File: config.mk
export PLATFORM = sky130hd
export DESIGN_NAME = irig_decoder_top
export DESIGN_NICKNAME = d
export VERILOG_FILES = /design/src/hw/irig_pkg.sv /design/src/hw/irig_time_if.sv /design/src/hw/irig_ascii_formatter.sv /design/src/hw/irig_bcd_fields.sv /design/src/hw/irig_decoder_top.sv /design/src/hw/irig_frame_fsm.sv /design/src/hw/irig_pulse_timer.sv
export SDC_FILE = /design/constraint.sdc
export NUM_CORES = 1
export LEC_CHECK = 0
export BUFFER_PORTS_ARGS = -buffer_cell sky130_fd_sc_hd__buf_2
export CAP_MARGIN = 5
export CORE_MARGIN = 1.5
export CORE_UTILIZATION = 63
export DETAILED_ROUTE_END_ITERATION = 12
export PLACE_DENSITY = 0.91
export SLEW_MARGIN = 30
export SYNTH_ARGS = -nofsm -noshare
export SYNTH_HDL_FRONTEND = slang
export SYNTH_SLANG_ARGS = --single-unit
export TNS_END_PERCENT = 1
File: constraint.sdc
create_clock -name clk -period 4.65 [get_ports clk]
set_input_delay 1.1625 -clock clk [delete_from_list [all_inputs] [get_ports clk]]
set_output_delay 1.1625 -clock clk [all_outputs]
set_load 0.05 [all_outputs]
File: src/hw/irig_pkg.sv
// irig-b decoder shared definitions
// symbol timing scaled for simulation, symbol and frame state types,
// bcd field widths of the decoded time record
`default_nettype none

package irig_pkg;

	// ------------------------------------------------------------------------
	// symbol timing in clock cycles
	// ------------------------------------------------------------------------
	localparam int SYM_CYCLES = 100;   // one symbol period
	localparam int W_ZERO     = 20;    // nominal high width of a zero
	localparam int W_ONE      = 50;
	localparam int W_MARK     = 80;    // position marker
	localparam int W_TOL      = 3;     // accepted deviation either way

	localparam int WIDTH_W    = 8;     // pulse width count, saturating
	localparam int FRAME_LAST = 59;    // index of P6

	// ------------------------------------------------------------------------
	// bcd field widths
	// ------------------------------------------------------------------------
	localparam int SEC_W  = 7;
	localparam int MIN_W  = 7;
	localparam int HOUR_W = 6;
	localparam int DAY_W  = 10;
	localparam int YEAR_W = 8;

	// all fields packed as one record, seconds in the low bits
	localparam int REC_W     = SEC_W + MIN_W + HOUR_W + DAY_W + YEAR_W;
	localparam int REC_IDX_W = $clog2(REC_W);

	// last character index of "TIME:20YY-DDDday-HH:MM:SS"
	localparam int LINE_LAST = 24;

	typedef enum logic [1:0] {
		SYM_ZERO,
		SYM_ONE,
		SYM_MARK,
		SYM_BAD
	} sym_t;

	typedef enum logic [1:0] {
		ST_HUNT,       // waiting for a first marker
		ST_PREF,       // one marker seen
		ST_COLLECT,    // inside a frame
		ST_OFFER       // record waiting for the formatter
	} frame_state_t;

endpackage

`default_nettype wire

File: src/hw/irig_time_if.sv
// decoded time record from the frame logic to the formatter
// fields come from the bcd registers, valid from the frame fsm
`timescale 1ns/1ps
`default_nettype none

interface irig_time_if;
	import irig_pkg::*;

	logic [SEC_W-1:0]  seconds;
	logic [MIN_W-1:0]  minutes;
	logic [HOUR_W-1:0] hours;
	logic [DAY_W-1:0]  days;
	logic [YEAR_W-1:0] years;
	logic              valid;
	logic              ready;

	// field registers
	modport src (
		output seconds, minutes, hours, days, years
	);

	// frame fsm owns the handshake
	modport ctrl (
		output valid,
		input  ready
	);

	modport snk (
		input  seconds, minutes, hours, days, years, valid,
		output ready
	);

endinterface

`default_nettype wire

File: src/hw/irig_ascii_formatter.sv
// time record to ascii line formatter
// latches one record and sends "TIME:20YY-DDDday-HH:MM:SS" a character
// at a time on a valid/ready stream
`timescale 1ns/1ps
`default_nettype none

module irig_ascii_formatter (
	input  logic       clk,
	input  logic       rst_n,
	irig_time_if.snk   time_if,
	output logic [7:0] char_data,
	output logic       char_valid,
	input  logic       char_ready
);
	import irig_pkg::*;

	logic              busy;
	logic [4:0]        char_idx;
	logic [SEC_W-1:0]  sec_q;
	logic [MIN_W-1:0]  min_q;
	logic [HOUR_W-1:0] hour_q;
	logic [DAY_W-1:0]  day_q;
	logic [YEAR_W-1:0] year_q;

	// nibble to ascii, out of range shows as '?'
	function automatic logic [7:0] digit(input logic [3:0] nib);
		if (nib > 4'd9)
			return 8'h3F;
		else
			return {4'h3, nib};
	endfunction

	assign time_if.ready = ~busy;
	assign char_valid    = busy;

	// ------------------------------------------------------------------------
	// record accept and character sequencing
	// ------------------------------------------------------------------------
	always_ff @(posedge clk or negedge rst_n) begin
		if (!rst_n) begin
			busy     <= 1'b0;
			char_idx <= '0;
		end else if (!busy) begin
			if (time_if.valid) begin
				busy     <= 1'b1;
				char_idx <= '0;
			end
		end else if (char_ready) begin
			if (char_idx == 5'(LINE_LAST))
				busy <= 1'b0;
			else
				char_idx <= char_idx + 5'd1;
		end
	end

	always_ff @(posedge clk) begin
		if (time_if.valid && !busy) begin
			sec_q  <= time_if.seconds;
			min_q  <= time_if.minutes;
			hour_q <= time_if.hours;
			day_q  <= time_if.days;
			year_q <= time_if.years;
		end
	end

	// ------------------------------------------------------------------------
	// character select in line order
	// ------------------------------------------------------------------------
	always_comb begin
		case (char_idx)
			5'd0:    char_data = 8'h54;                      // T
			5'd1:    char_data = 8'h49;
			5'd2:    char_data = 8'h4D;
			5'd3:    char_data = 8'h45;
			5'd4:    char_data = 8'h3A;                      // :
			5'd5:    char_data = 8'h32;                      // century "20"
			5'd6:    char_data = 8'h30;
			5'd7:    char_data = digit(year_q[7:4]);
			5'd8:    char_data = digit(year_q[3:0]);
			5'd9:    char_data = 8'h2D;
			5'd10:   char_data = digit({2'b00, day_q[9:8]});  // day hundreds
			5'd11:   char_data = digit(day_q[7:4]);
			5'd12:   char_data = digit(day_q[3:0]);
			5'd13:   char_data = 8'h64;                      // "day"
			5'd14:   char_data = 8'h61;
			5'd15:   char_data = 8'h79;
			5'd16:   char_data = 8'h2D;
			5'd17:   char_data = digit({2'b00, hour_q[5:4]});
			5'd18:   char_data = digit(hour_q[3:0]);
			5'd19:   char_data = 8'h3A;
			5'd20:   char_data = digit({1'b0, min_q[6:4]});
			5'd21:   char_data = digit(min_q[3:0]);
			5'd22:   char_data = 8'h3A;
			5'd23:   char_data = digit({1'b0, sec_q[6:4]});
			5'd24:   char_data = digit(sec_q[3:0]);
			default: char_data = 8'h3F;
		endcase
	end

endmodule

`default_nettype wire

File: src/hw/irig_bcd_fields.sv
// irig-b bcd field registers
// maps each symbol index to its bit in the seconds, minutes, hours,
// day of year and year fields and loads it one bit at a time
`timescale 1ns/1ps
`default_nettype none

module irig_bcd_fields (
	input  logic       clk,
	input  logic       rst_n,
	input  logic       fields_clear,
	input  logic       bit_load,
	input  logic [6:0] bit_index,
	input  logic       bit_value,
	irig_time_if.src   time_if
);
	import irig_pkg::*;

	logic [REC_W-1:0]     rec;    // {years, days, hours, minutes, seconds}
	logic [6:0]           offs;
	logic                 hit;
	logic [REC_IDX_W-1:0] pos;

	// ------------------------------------------------------------------------
	// symbol index to record bit, each group is a constant offset
	// ------------------------------------------------------------------------
	always_comb begin
		hit  = 1'b1;
		offs = 7'd0;
		case (bit_index) inside
			[7'd1:7'd4]:   offs = 7'd1;     // seconds units
			[7'd6:7'd8]:   offs = 7'd2;     // seconds tens
			[7'd10:7'd13]: offs = 7'd3;
			[7'd15:7'd17]: offs = 7'd4;     // minutes tens
			[7'd20:7'd23]: offs = 7'd6;
			[7'd25:7'd26]: offs = 7'd7;     // hours tens
			[7'd30:7'd33]: offs = 7'd10;    // day units
			[7'd35:7'd38]: offs = 7'd11;
			[7'd40:7'd41]: offs = 7'd12;    // day hundreds
			[7'd50:7'd53]: offs = 7'd20;    // year units
			[7'd55:7'd58]: offs = 7'd21;
			default:       hit  = 1'b0;     // unused and marker positions
		endcase
	end

	assign pos = REC_IDX_W'(bit_index - offs);

	always_ff @(posedge clk or negedge rst_n) begin
		if (!rst_n)
			rec <= '0;
		else if (fields_clear)
			rec <= '0;
		else if (bit_load && hit)
			rec[pos] <= bit_value;
	end

	assign {time_if.years, time_if.days, time_if.hours,
		time_if.minutes, time_if.seconds} = rec;

endmodule

`default_nettype wire

File: src/hw/irig_decoder_top.sv
// irig-b time code decoder top level
// pulse timer, frame fsm, bcd fields and ascii formatter in a chain
`timescale 1ns/1ps
`default_nettype none

module irig_decoder_top (
	input  logic       clk,
	input  logic       rst_n,
	input  logic       bcode_in,
	output logic [7:0] char_data,
	output logic       char_valid,
	input  logic       char_ready
);
	import irig_pkg::*;

	logic               width_strobe;
	logic [WIDTH_W-1:0] width;
	logic               bit_load;
	logic [6:0]         bit_index;
	logic               bit_value;
	logic               fields_clear;

	irig_time_if time_if ();

	irig_pulse_timer irig_pulse_timer_inst (
		.clk          (clk),
		.rst_n        (rst_n),
		.bcode_in     (bcode_in),
		.width_strobe (width_strobe),
		.width        (width)
	);

	irig_frame_fsm irig_frame_fsm_inst (
		.clk          (clk),
		.rst_n        (rst_n),
		.width_strobe (width_strobe),
		.width        (width),
		.bit_load     (bit_load),
		.bit_index    (bit_index),
		.bit_value    (bit_value),
		.fields_clear (fields_clear),
		.time_if      (time_if)
	);

	irig_bcd_fields irig_bcd_fields_inst (
		.clk          (clk),
		.rst_n        (rst_n),
		.fields_clear (fields_clear),
		.bit_load     (bit_load),
		.bit_index    (bit_index),
		.bit_value    (bit_value),
		.time_if      (time_if)
	);

	irig_ascii_formatter irig_ascii_formatter_inst (
		.clk        (clk),
		.rst_n      (rst_n),
		.time_if    (time_if),
		.char_data  (char_data),
		.char_valid (char_valid),
		.char_ready (char_ready)
	);

endmodule

`default_nettype wire

File: src/hw/irig_frame_fsm.sv
// irig-b frame state machine
// classifies pulse widths into symbols, finds the reference marker,
// checks the position markers and hands data bits to the field registers
`timescale 1ns/1ps
`default_nettype none

module irig_frame_fsm (
	input  logic                         clk,
	input  logic                         rst_n,
	input  logic                         width_strobe,
	input  logic [irig_pkg::WIDTH_W-1:0] width,
	output logic                         bit_load,
	output logic [6:0]                   bit_index,
	output logic                         bit_value,
	output logic                         fields_clear,
	irig_time_if.ctrl                    time_if
);
	import irig_pkg::*;

	frame_state_t state;
	sym_t         sym;
	logic [6:0]   idx_next;
	logic         marker_slot;   // next index must be a marker

	function automatic logic near(input logic [WIDTH_W-1:0] w, input int nom);
		logic [WIDTH_W-1:0] lo;
		logic [WIDTH_W-1:0] hi;
		lo = WIDTH_W'(nom - W_TOL);
		hi = WIDTH_W'(nom + W_TOL);
		return (w >= lo) && (w <= hi);
	endfunction

	// ------------------------------------------------------------------------
	// symbol classification
	// ------------------------------------------------------------------------
	always_comb begin
		if (near(width, W_ZERO))
			sym = SYM_ZERO;
		else if (near(width, W_ONE))
			sym = SYM_ONE;
		else if (near(width, W_MARK))
			sym = SYM_MARK;
		else
			sym = SYM_BAD;
	end

	assign idx_next = bit_index + 7'd1;

	// P1 to P6
	always_comb begin
		case (idx_next)
			7'd9, 7'd19, 7'd29, 7'd39, 7'd49, 7'(FRAME_LAST): marker_slot = 1'b1;
			default: marker_slot = 1'b0;
		endcase
	end

	// ------------------------------------------------------------------------
	// frame state machine
	// ------------------------------------------------------------------------
	always_ff @(posedge clk or negedge rst_n) begin
		if (!rst_n) begin
			state        <= ST_HUNT;
			bit_index    <= '0;
			bit_load     <= 1'b0;
			fields_clear <= 1'b0;
		end else begin
			bit_load     <= 1'b0;
			fields_clear <= 1'b0;
			case (state)
				ST_HUNT: begin
					if (width_strobe && sym == SYM_MARK)
						state <= ST_PREF;
				end
				ST_PREF: begin
					if (width_strobe) begin
						if (sym == SYM_MARK) begin
							state        <= ST_COLLECT;    // reference marker at index 0
							bit_index    <= '0;
							fields_clear <= 1'b1;
						end else begin
							state <= ST_HUNT;
						end
					end
				end
				ST_COLLECT: begin
					if (width_strobe) begin
						bit_index <= idx_next;
						if (marker_slot) begin
							if (sym != SYM_MARK)
								state <= ST_HUNT;
							else if (idx_next == 7'(FRAME_LAST))
								state <= ST_OFFER;
						end else if (sym == SYM_ZERO || sym == SYM_ONE) begin
							bit_load <= 1'b1;
						end else begin
							state <= ST_HUNT;   // bad width or misplaced marker
						end
					end
				end
				ST_OFFER: begin
					if (time_if.ready)
						state <= ST_HUNT;
				end
				default: state <= ST_HUNT;
			endcase
		end
	end

	always_ff @(posedge clk) begin
		if (width_strobe)
			bit_value <= (sym == SYM_ONE);
	end

	assign time_if.valid = (state == ST_OFFER);

endmodule

`default_nettype wire

File: src/hw/irig_pulse_timer.sv
// irig-b pulse width timer
// synchronizes the code input, counts the high time of each pulse
// and presents it with a one-cycle strobe after the falling edge
`timescale 1ns/1ps
`default_nettype none

module irig_pulse_timer (
	input  logic                         clk,
	input  logic                         rst_n,
	input  logic                         bcode_in,
	output logic                         width_strobe,
	output logic [irig_pkg::WIDTH_W-1:0] width
);
	import irig_pkg::*;

	logic sync_q1;
	logic sync_q2;
	logic level_q;      // previous synchronized level
	logic rise;
	logic fall;
	logic [WIDTH_W-1:0] count;

	// ------------------------------------------------------------------------
	// two-flop synchronizer and edge detection
	// ------------------------------------------------------------------------
	always_ff @(posedge clk or negedge rst_n) begin
		if (!rst_n) begin
			sync_q1 <= 1'b0;
			sync_q2 <= 1'b0;
			level_q <= 1'b0;
		end else begin
			sync_q1 <= bcode_in;
			sync_q2 <= sync_q1;
			level_q <= sync_q2;
		end
	end

	assign rise = sync_q2 & ~level_q;
	assign fall = level_q & ~sync_q2;

	// high time counter, holds at all ones
	always_ff @(posedge clk or negedge rst_n) begin
		if (!rst_n) begin
			count <= '0;
		end else if (fall) begin
			count <= '0;
		end else if (rise) begin
			count <= WIDTH_W'(1);    // first high cycle
		end else if (sync_q2 && !(&count)) begin
			count <= count + 1'b1;
		end
	end

	always_ff @(posedge clk or negedge rst_n) begin
		if (!rst_n)
			width_strobe <= 1'b0;
		else
			width_strobe <= fall;
	end

	always_ff @(posedge clk) begin
		if (fall)
			width <= count;
	end

endmodule

`default_nettype wire

---- Yosys cells after proc, flatten, opt, wreduce, memory -nomap -nowiden ----
Cells that the tools add are included.
storage, ports and cells
  register bits ........................... 114
  latch bits .............................. 0
  bits in writable memories ............... 0
  bits in read-only memories .............. 0
  bits of input ports ..................... 4
  word-level logic and storage cells ...... 224
  memories kept ........................... 0
cells by class
  add/subtract/negate cells ............... 4
  $mul .................................... 0
  div/mod/pow operators ................... 0
  $lt $le $gt $ge ......................... 41
  equality and inequality tests ........... 45
  shift-type cells ........................ 0
  multiplexer cells ....................... 75
  bitwise logic cells ..................... 4
  reductions and logical operators ........ 36
operator list
  operator                                                        number
  one-hot mux 8 bit (22 select lines)                             1
  two-way mux 38 bit                                              2
  two-way mux 6 bit                                               9
  equality test 5 bit, second input constant                      9
  two-way mux 4 bit                                               11
  equality test 5 x 4 -> 1 bit, second input constant             8
  bitwise mux 38 bit                                              1
  less-or-equal comparator 7 x 6 -> 1 bit, second input constant  5
  two-way mux 5 bit                                               6
  >= comparator 7 x 6 -> 1 bit, second input constant             4
  greater-than comparator 4 bit, second input constant            7
  two-way mux 1 bit                                               25
  two-way mux 8 bit                                               3
  two-way mux 2 bit                                               11
  equality test 7 x 6 -> 1 bit, second input constant             3
  >= comparator 7 x 5 -> 1 bit, second input constant             3
  less-or-equal comparator 7 x 5 -> 1 bit, second input constant  3
  two-way mux 7 bit                                               3
  equality test 5 x 3 -> 1 bit, second input constant             4
  logical AND 1 bit                                               19
  equality test 7 x 5 -> 1 bit, second input constant             2
  >= comparator 7 x 4 -> 1 bit, second input constant             2
  less-or-equal comparator 7 x 4 -> 1 bit, second input constant  2
  one-hot mux 7 bit (2 select lines)                              1
  43 further kinds                                                61

---- Longest topological paths before layout ----
  word-level depth ........................ 21
  depth in mapped cells ................... 18
  depth with buffers taken out ............ 16

---- Modules after synthesis ----
A second synthesis with hierarchy kept.
second synthesis, totals
  cells, all modules ...................... 687
  area total of the unflattened synthesis .. 6830.3 um^2
modules (own cells, without submodules)
  module                times used  cells an instance  area each (um^2)
  irig_bcd_fields       1           291                2575.0
  irig_ascii_formatter  1           219                2454.9
  irig_frame_fsm        1           109                949.7
  irig_pulse_timer      1           68                 850.8

---- Worst setup path after synthesis ----
OpenSTA, ideal clock, no wires.
  kind .................................... register to register
  start ................................... register irig_frame_fsm_inst.bit_index[1]
  end ..................................... register irig_bcd_fields_inst.rec[12]
  setup time .............................. 0.137 ns
  data arrival time ....................... 3.562 ns
  data required time ...................... 4.513 ns
  setup slack ............................. 0.951 ns
  cell stages (with the launch flop) ...... 18
  clock period less this slack ............ 3.699 ns
  path through ............................ dfrtp_1 -> inv_1 -> ha_1 -> o21ba_2 -> a221oi_1 -> nor3_1 -> a21o_1 -> a32o_1 -> ha_1 -> inv_1 -> fa_1 -> a21o_1 -> a21oi_1 -> xnor2_1 -> o21ai_1 -> buf_2 -> or3_1 -> mux2i_1
on the way
  word-level cells in the longest chain between the ends .. 21
RTL lines
  item                                                                                                             line                   source
  from (decl)                                                                                                      irig_frame_fsm.sv:13   output logic [6:0] bit_index,
  from (signal assigned)                                                                                           irig_frame_fsm.sv:87   bit_index <= idx_next;
  >= comparator 7 x 6 -> 1 bit (no source line) / less-or-equal comparator 7 x 6 -> 1 bit (equally long branches)  -
  logical AND 1 bit (no source line)                                                                               -
  two-way mux 5 bit (2 in series)                                                                                  irig_bcd_fields.sv:29  case (bit_index) inside
  two-way mux 6 bit (9 in series)                                                                                  irig_bcd_fields.sv:29
  subtractor 6 bit                                                                                                 irig_bcd_fields.sv:45  assign pos = REC_IDX_W'(bit_index - offs);
  < comparator 6 x 7 -> 1 bit (not written as such) / >= comparator 6 x 1 -> 1 bit (equally long branches)         irig_bcd_fields.sv:53  rec[pos] <= bit_value;
  logical AND 1 bit (not written as such)                                                                          irig_bcd_fields.sv:53
  two-way mux 1 bit (not written as such)                                                                          irig_bcd_fields.sv:53
  demux 1 bit (select 6 bit)                                                                                       -
  bitwise mux 38 bit                                                                                               irig_bcd_fields.sv:53
  two-way mux 38 bit                                                                                               irig_bcd_fields.sv:52  else if (bit_load && hit)
  two-way mux 38 bit                                                                                               irig_bcd_fields.sv:50  else if (fields_clear)
  to (signal, indexed assignment)                                                                                  irig_bcd_fields.sv:53
  to (decl)                                                                                                        irig_bcd_fields.sv:18  logic [REC_W-1:0] rec;
Several ways; a longest one is shown, not always the timed one. The select of a mux whose other input is x is not followed.
A chain may end at the register's enable or synchronous reset.

---- Worst setup path in the final report ----
  start ................................... register irig_frame_fsm_inst.bit_index[0]
  end ..................................... register irig_bcd_fields_inst.rec[21]
Same word-level chain as after synthesis.

==> results by group <==
Run status
  • Run status: finished clean

Clocking
  • Hold Buf Count CTS: 0
  • Root Buffer Master: clkbuf_8
  • CTS Buf Count: 17
  • Number of H-tree levels: 4
  • Reg clk slew, reported paths: around 60 ps
  • Clk buf depth: 2
  • Clk_lat worst skew: ~530 ps
  • CTS sink count: 114
  • CTS tree: done

STA
  • Fin. Hold Viols: 0
  • Final setup skew: 7.926 ps
  • Final setup fails: 0
  • Max Slew Vio Count: 0
  • RSZ-0062 raised after global routing: no
  • Final Cycle Share: 0.9464
  • Slew headroom: 0.3714
  • Setup TNS: 0 ps
  • Worst-Margin Slew: 936.7 ps
  • Final hold slack: 359.2 ps
  • Fmax: approximately 230 MHz
  • Crit path time final: 4401 ps

Yosys
  • Mux contribution to synthesized area: 0.05232
  • Mean post-synth cell area: 9.638 um2
  • Post-synth EDFFs: 47
  • Cell Area, Synth: about 6400 um2
  • Synth Register Bits: between 100 and 150
  • Number of cells produced by synthesis: 660
  • Seq/Total Area, Yosys: 0.4854
  • Complex-gate fraction of the synthesized area: 0.1709
  • Post-synthesis xor/xnor area fraction: 0.02341
  • Distinct cell type count after synthesis: 62
  • Area share of and/or/nand/nor cells after synthesis: 0.1991
  • Yosys warns: 0
  • Adder-Cell Fraction of Synth Area: 0.03462
  • Ys flop type: dfrtp_1
  • Syn nets: around 700
  • Main combinational cell family by area after synthesis: simple AND/OR/NAND/NOR gates
  • Post-synth ARST share: 0.5877

Drt
  • Drt pass-1 iters: 6
  • Remaining DRCs: 0
  • ANT nets after route: 0
  • DR vias/cell: 6.746
  • Vias: 5471
  • Routed len/inst: 19.55 um
  • DRT iter0 DRCs: a little under 700
  • Final wirelength: between 15000 and 20000 um

Global routing
  • Largest net degree at the start of global routing: 40
  • First-pass GRT wire length: around 25000 um
  • Number of global-route vias before repair: 5162
  • Initial antenna violation count: 0
  • Grt ovf: 0
  • GR Util All Layers: 0.3139

Power and ir drop
  • P_leak: about 2.7 nW
  • Peak VDD IR: 0.2520 mV
  • Power Dens Cells: approximately 320 nW/um2

Flow run
  • Max-cap violations: 0

Layout
  • Layout cells sized above 1: 0.1003
  • Register area: about 3100 um2
  • Post-route insts no fill: 811
  • Fill count: around 620
  • Inserted Diodes: 0
  • Area Growth Syn to Fin: 12.04%
  • Area occupied by multi-input gates: 3092 um2
  • Final nets: 686

Setup path
  • Req. time, crit path: 5090 ps
  • Worst Setup Start Kind: register
  • Crit path kind: register to register
  • Setup crit end kind: register
  • Arrival time at the worst endpoint: 4840 ps
  • CP max FO: 20

Floorplan
  • DIE WIDTH: between 100 and 150 um
  • Initial Utilization: 0.6508
  • Core footprint: 9774 um2
  • Row cnt: 36
  • IO Count: 13
  • Die height: 103.5 um
  • Die Area: 10710 um2

Place
  • Final estimated routing congestion in global placement: 1.013
  • Post-DP HPWL: 10370 um
  • Port bufs: 11
  • Placed cells: just under 800

Min path
  • Worst min-delay path class: register to register
## routing by layer
metal	up-vias	share of wire	GRT usage
li1	2480	-	-
met1	2653	0.39	0.3687
met2	271	0.50	0.5259
met3	67	0.068	0.09073
met4	0	0.036	0.1611
met5	-	0	0
## final timing paths
path                                                       start                            end  slack [ps]  cells past startpoint
min in group asynchronous                                  rst_n   irig_bcd_fields_inst.rec[33]         600                      1
worst max-delay path            irig_frame_fsm_inst.bit_index[0]   irig_bcd_fields_inst.rec[21]         250                     13
worst min register to register     irig_pulse_timer_inst.sync_q1  irig_pulse_timer_inst.sync_q2         360                      0
worst max register to register  irig_frame_fsm_inst.bit_index[0]   irig_bcd_fields_inst.rec[21]         250                     13
worst min-delay path               irig_pulse_timer_inst.sync_q1  irig_pulse_timer_inst.sync_q2         360                      0
max in group asynchronous                                  rst_n    irig_bcd_fields_inst.rec[9]        3250                      2
## cell usage after synthesis (all sizes together), types with 5 or more instances
library cell,count,area [um2]
nand3,28,140.1
nor4,24,150.1
xor2,7,61.31
nand2,89,334.1
nor2b,12,75.07
nor3,11,55.05
o22ai,9,56.30
and3,12,75.07
mux2i,31,310.3
nor2,48,180.2
a21oi,29,145.1
o311ai,10,87.58
nand4,8,50.05
nand2b,5,31.28
o21a,11,82.58
dfrtp,67,1677
clkbuf,22,82.58
inv,14,52.55
xnor2,10,87.58
o31ai,6,45.04
o41ai,10,87.58
o21ai,49,245.2
or3,15,93.84
ha,16,200.2
edfxtp,47,1411
buf,15,75.08
## through the flow
| step | setup WS (ps) | instance area, um2 | util | total power (W) |
|---|---|---|---|---|
| 2_1_floorplan | 951.3 | 6361 | - | 0.001098 |
| 3_3_place_gp | 551.3 | 6510 | 0.6660 | 0.001115 |
| 3_5_place_dp | 402.3 | 6538 | 0.6688 | 0.001118 |
| 4_1_cts | 278.6 | 7077 | 0.7240 | 0.002277 |
| 5_1_grt | 13.85 | 7127 | 0.7291 | 0.002346 |
| 6_report | 249.1 | 7127 | 0.7291 | 0.002279 |
## cells in the final DEF, fill, tap and decap left out, types with 11 or more instances in the layout
master / n
o21a_1: 11
nor2_1: 45
inv_1: 12
a21oi_1: 29
ha_1: 16
nor4_1: 24
dfrtp_1: 67
o21ai_0: 43
mux2i_1: 31
buf_2: 11
nand2_1: 89
and3_1: 12
clkbuf_16: 16
nor2b_1: 12
or3_1: 15
edfxtp_1: 47
nand3_1: 28
nor3_1: 11
## what timing repair did
action | in CTS | in global routing
endpoints found under the setup margin | 0 | 7
resized for setup | 0 | 2
setup buffers | 0 | 0
endpoints found under the hold margin | 0 | 0
## layout make-up
type	instances	share of cell area
well taps	133	0.02335
clock buffers	17	0.05811
multi-input cells	494	0.4338
clock inverters	15	0.01756
repair buffers	23	0.02598
inverters	15	0.007900
flip-flops and latches	114	0.4333
## logic make-up after synthesis
family,after synthesis
AOI/OAI and AO/OA,163
DFF,114
and+or+nand+nor,263
xor gates and xnor gates,17
other,1
muxes,33
adders and majority gates,17
buffers and inverters,52
## state kept, by name, indices dropped and copies added, names as in the netlist, 2 cells and up
| signal | count |
|---|---|
| irig_frame_fsm_inst.state | 2 |
| irig_ascii_formatter_inst.char_idx | 5 |
| irig_ascii_formatter_inst.hour_q | 6 |
| irig_pulse_timer_inst.width | 8 |
| irig_bcd_fields_inst.rec | 38 |
| irig_ascii_formatter_inst.year_q | 8 |
| irig_frame_fsm_inst.bit_index | 7 |
| irig_ascii_formatter_inst.min_q | 7 |
| irig_ascii_formatter_inst.day_q | 10 |
| irig_pulse_timer_inst.count | 8 |
| irig_ascii_formatter_inst.sec_q | 7 |
## worst max-delay path: stages (launching register included)
cell and delay, ps:
dfrtp_1 620, ha_1 310, o21ba_2 230, nor4_1 330, mux2i_1 170, o211ai_2 250, nand2_1 90, ha_1 360
o21a_1 150, or3_1 370, nand2_1 90, nand2_1 390, nor4_1 640, mux2i_1 290
## report_power, final
group           total, W  leakage, nW  switching, W  internal (W)
Clock            0.00118        0.254      0.000510      0.000667
Combinational  0.0000407         1.20     0.0000286     0.0000121
Sequential       0.00106         1.26    0.00000955       0.00105
Power figures use the tool's default switching activity.
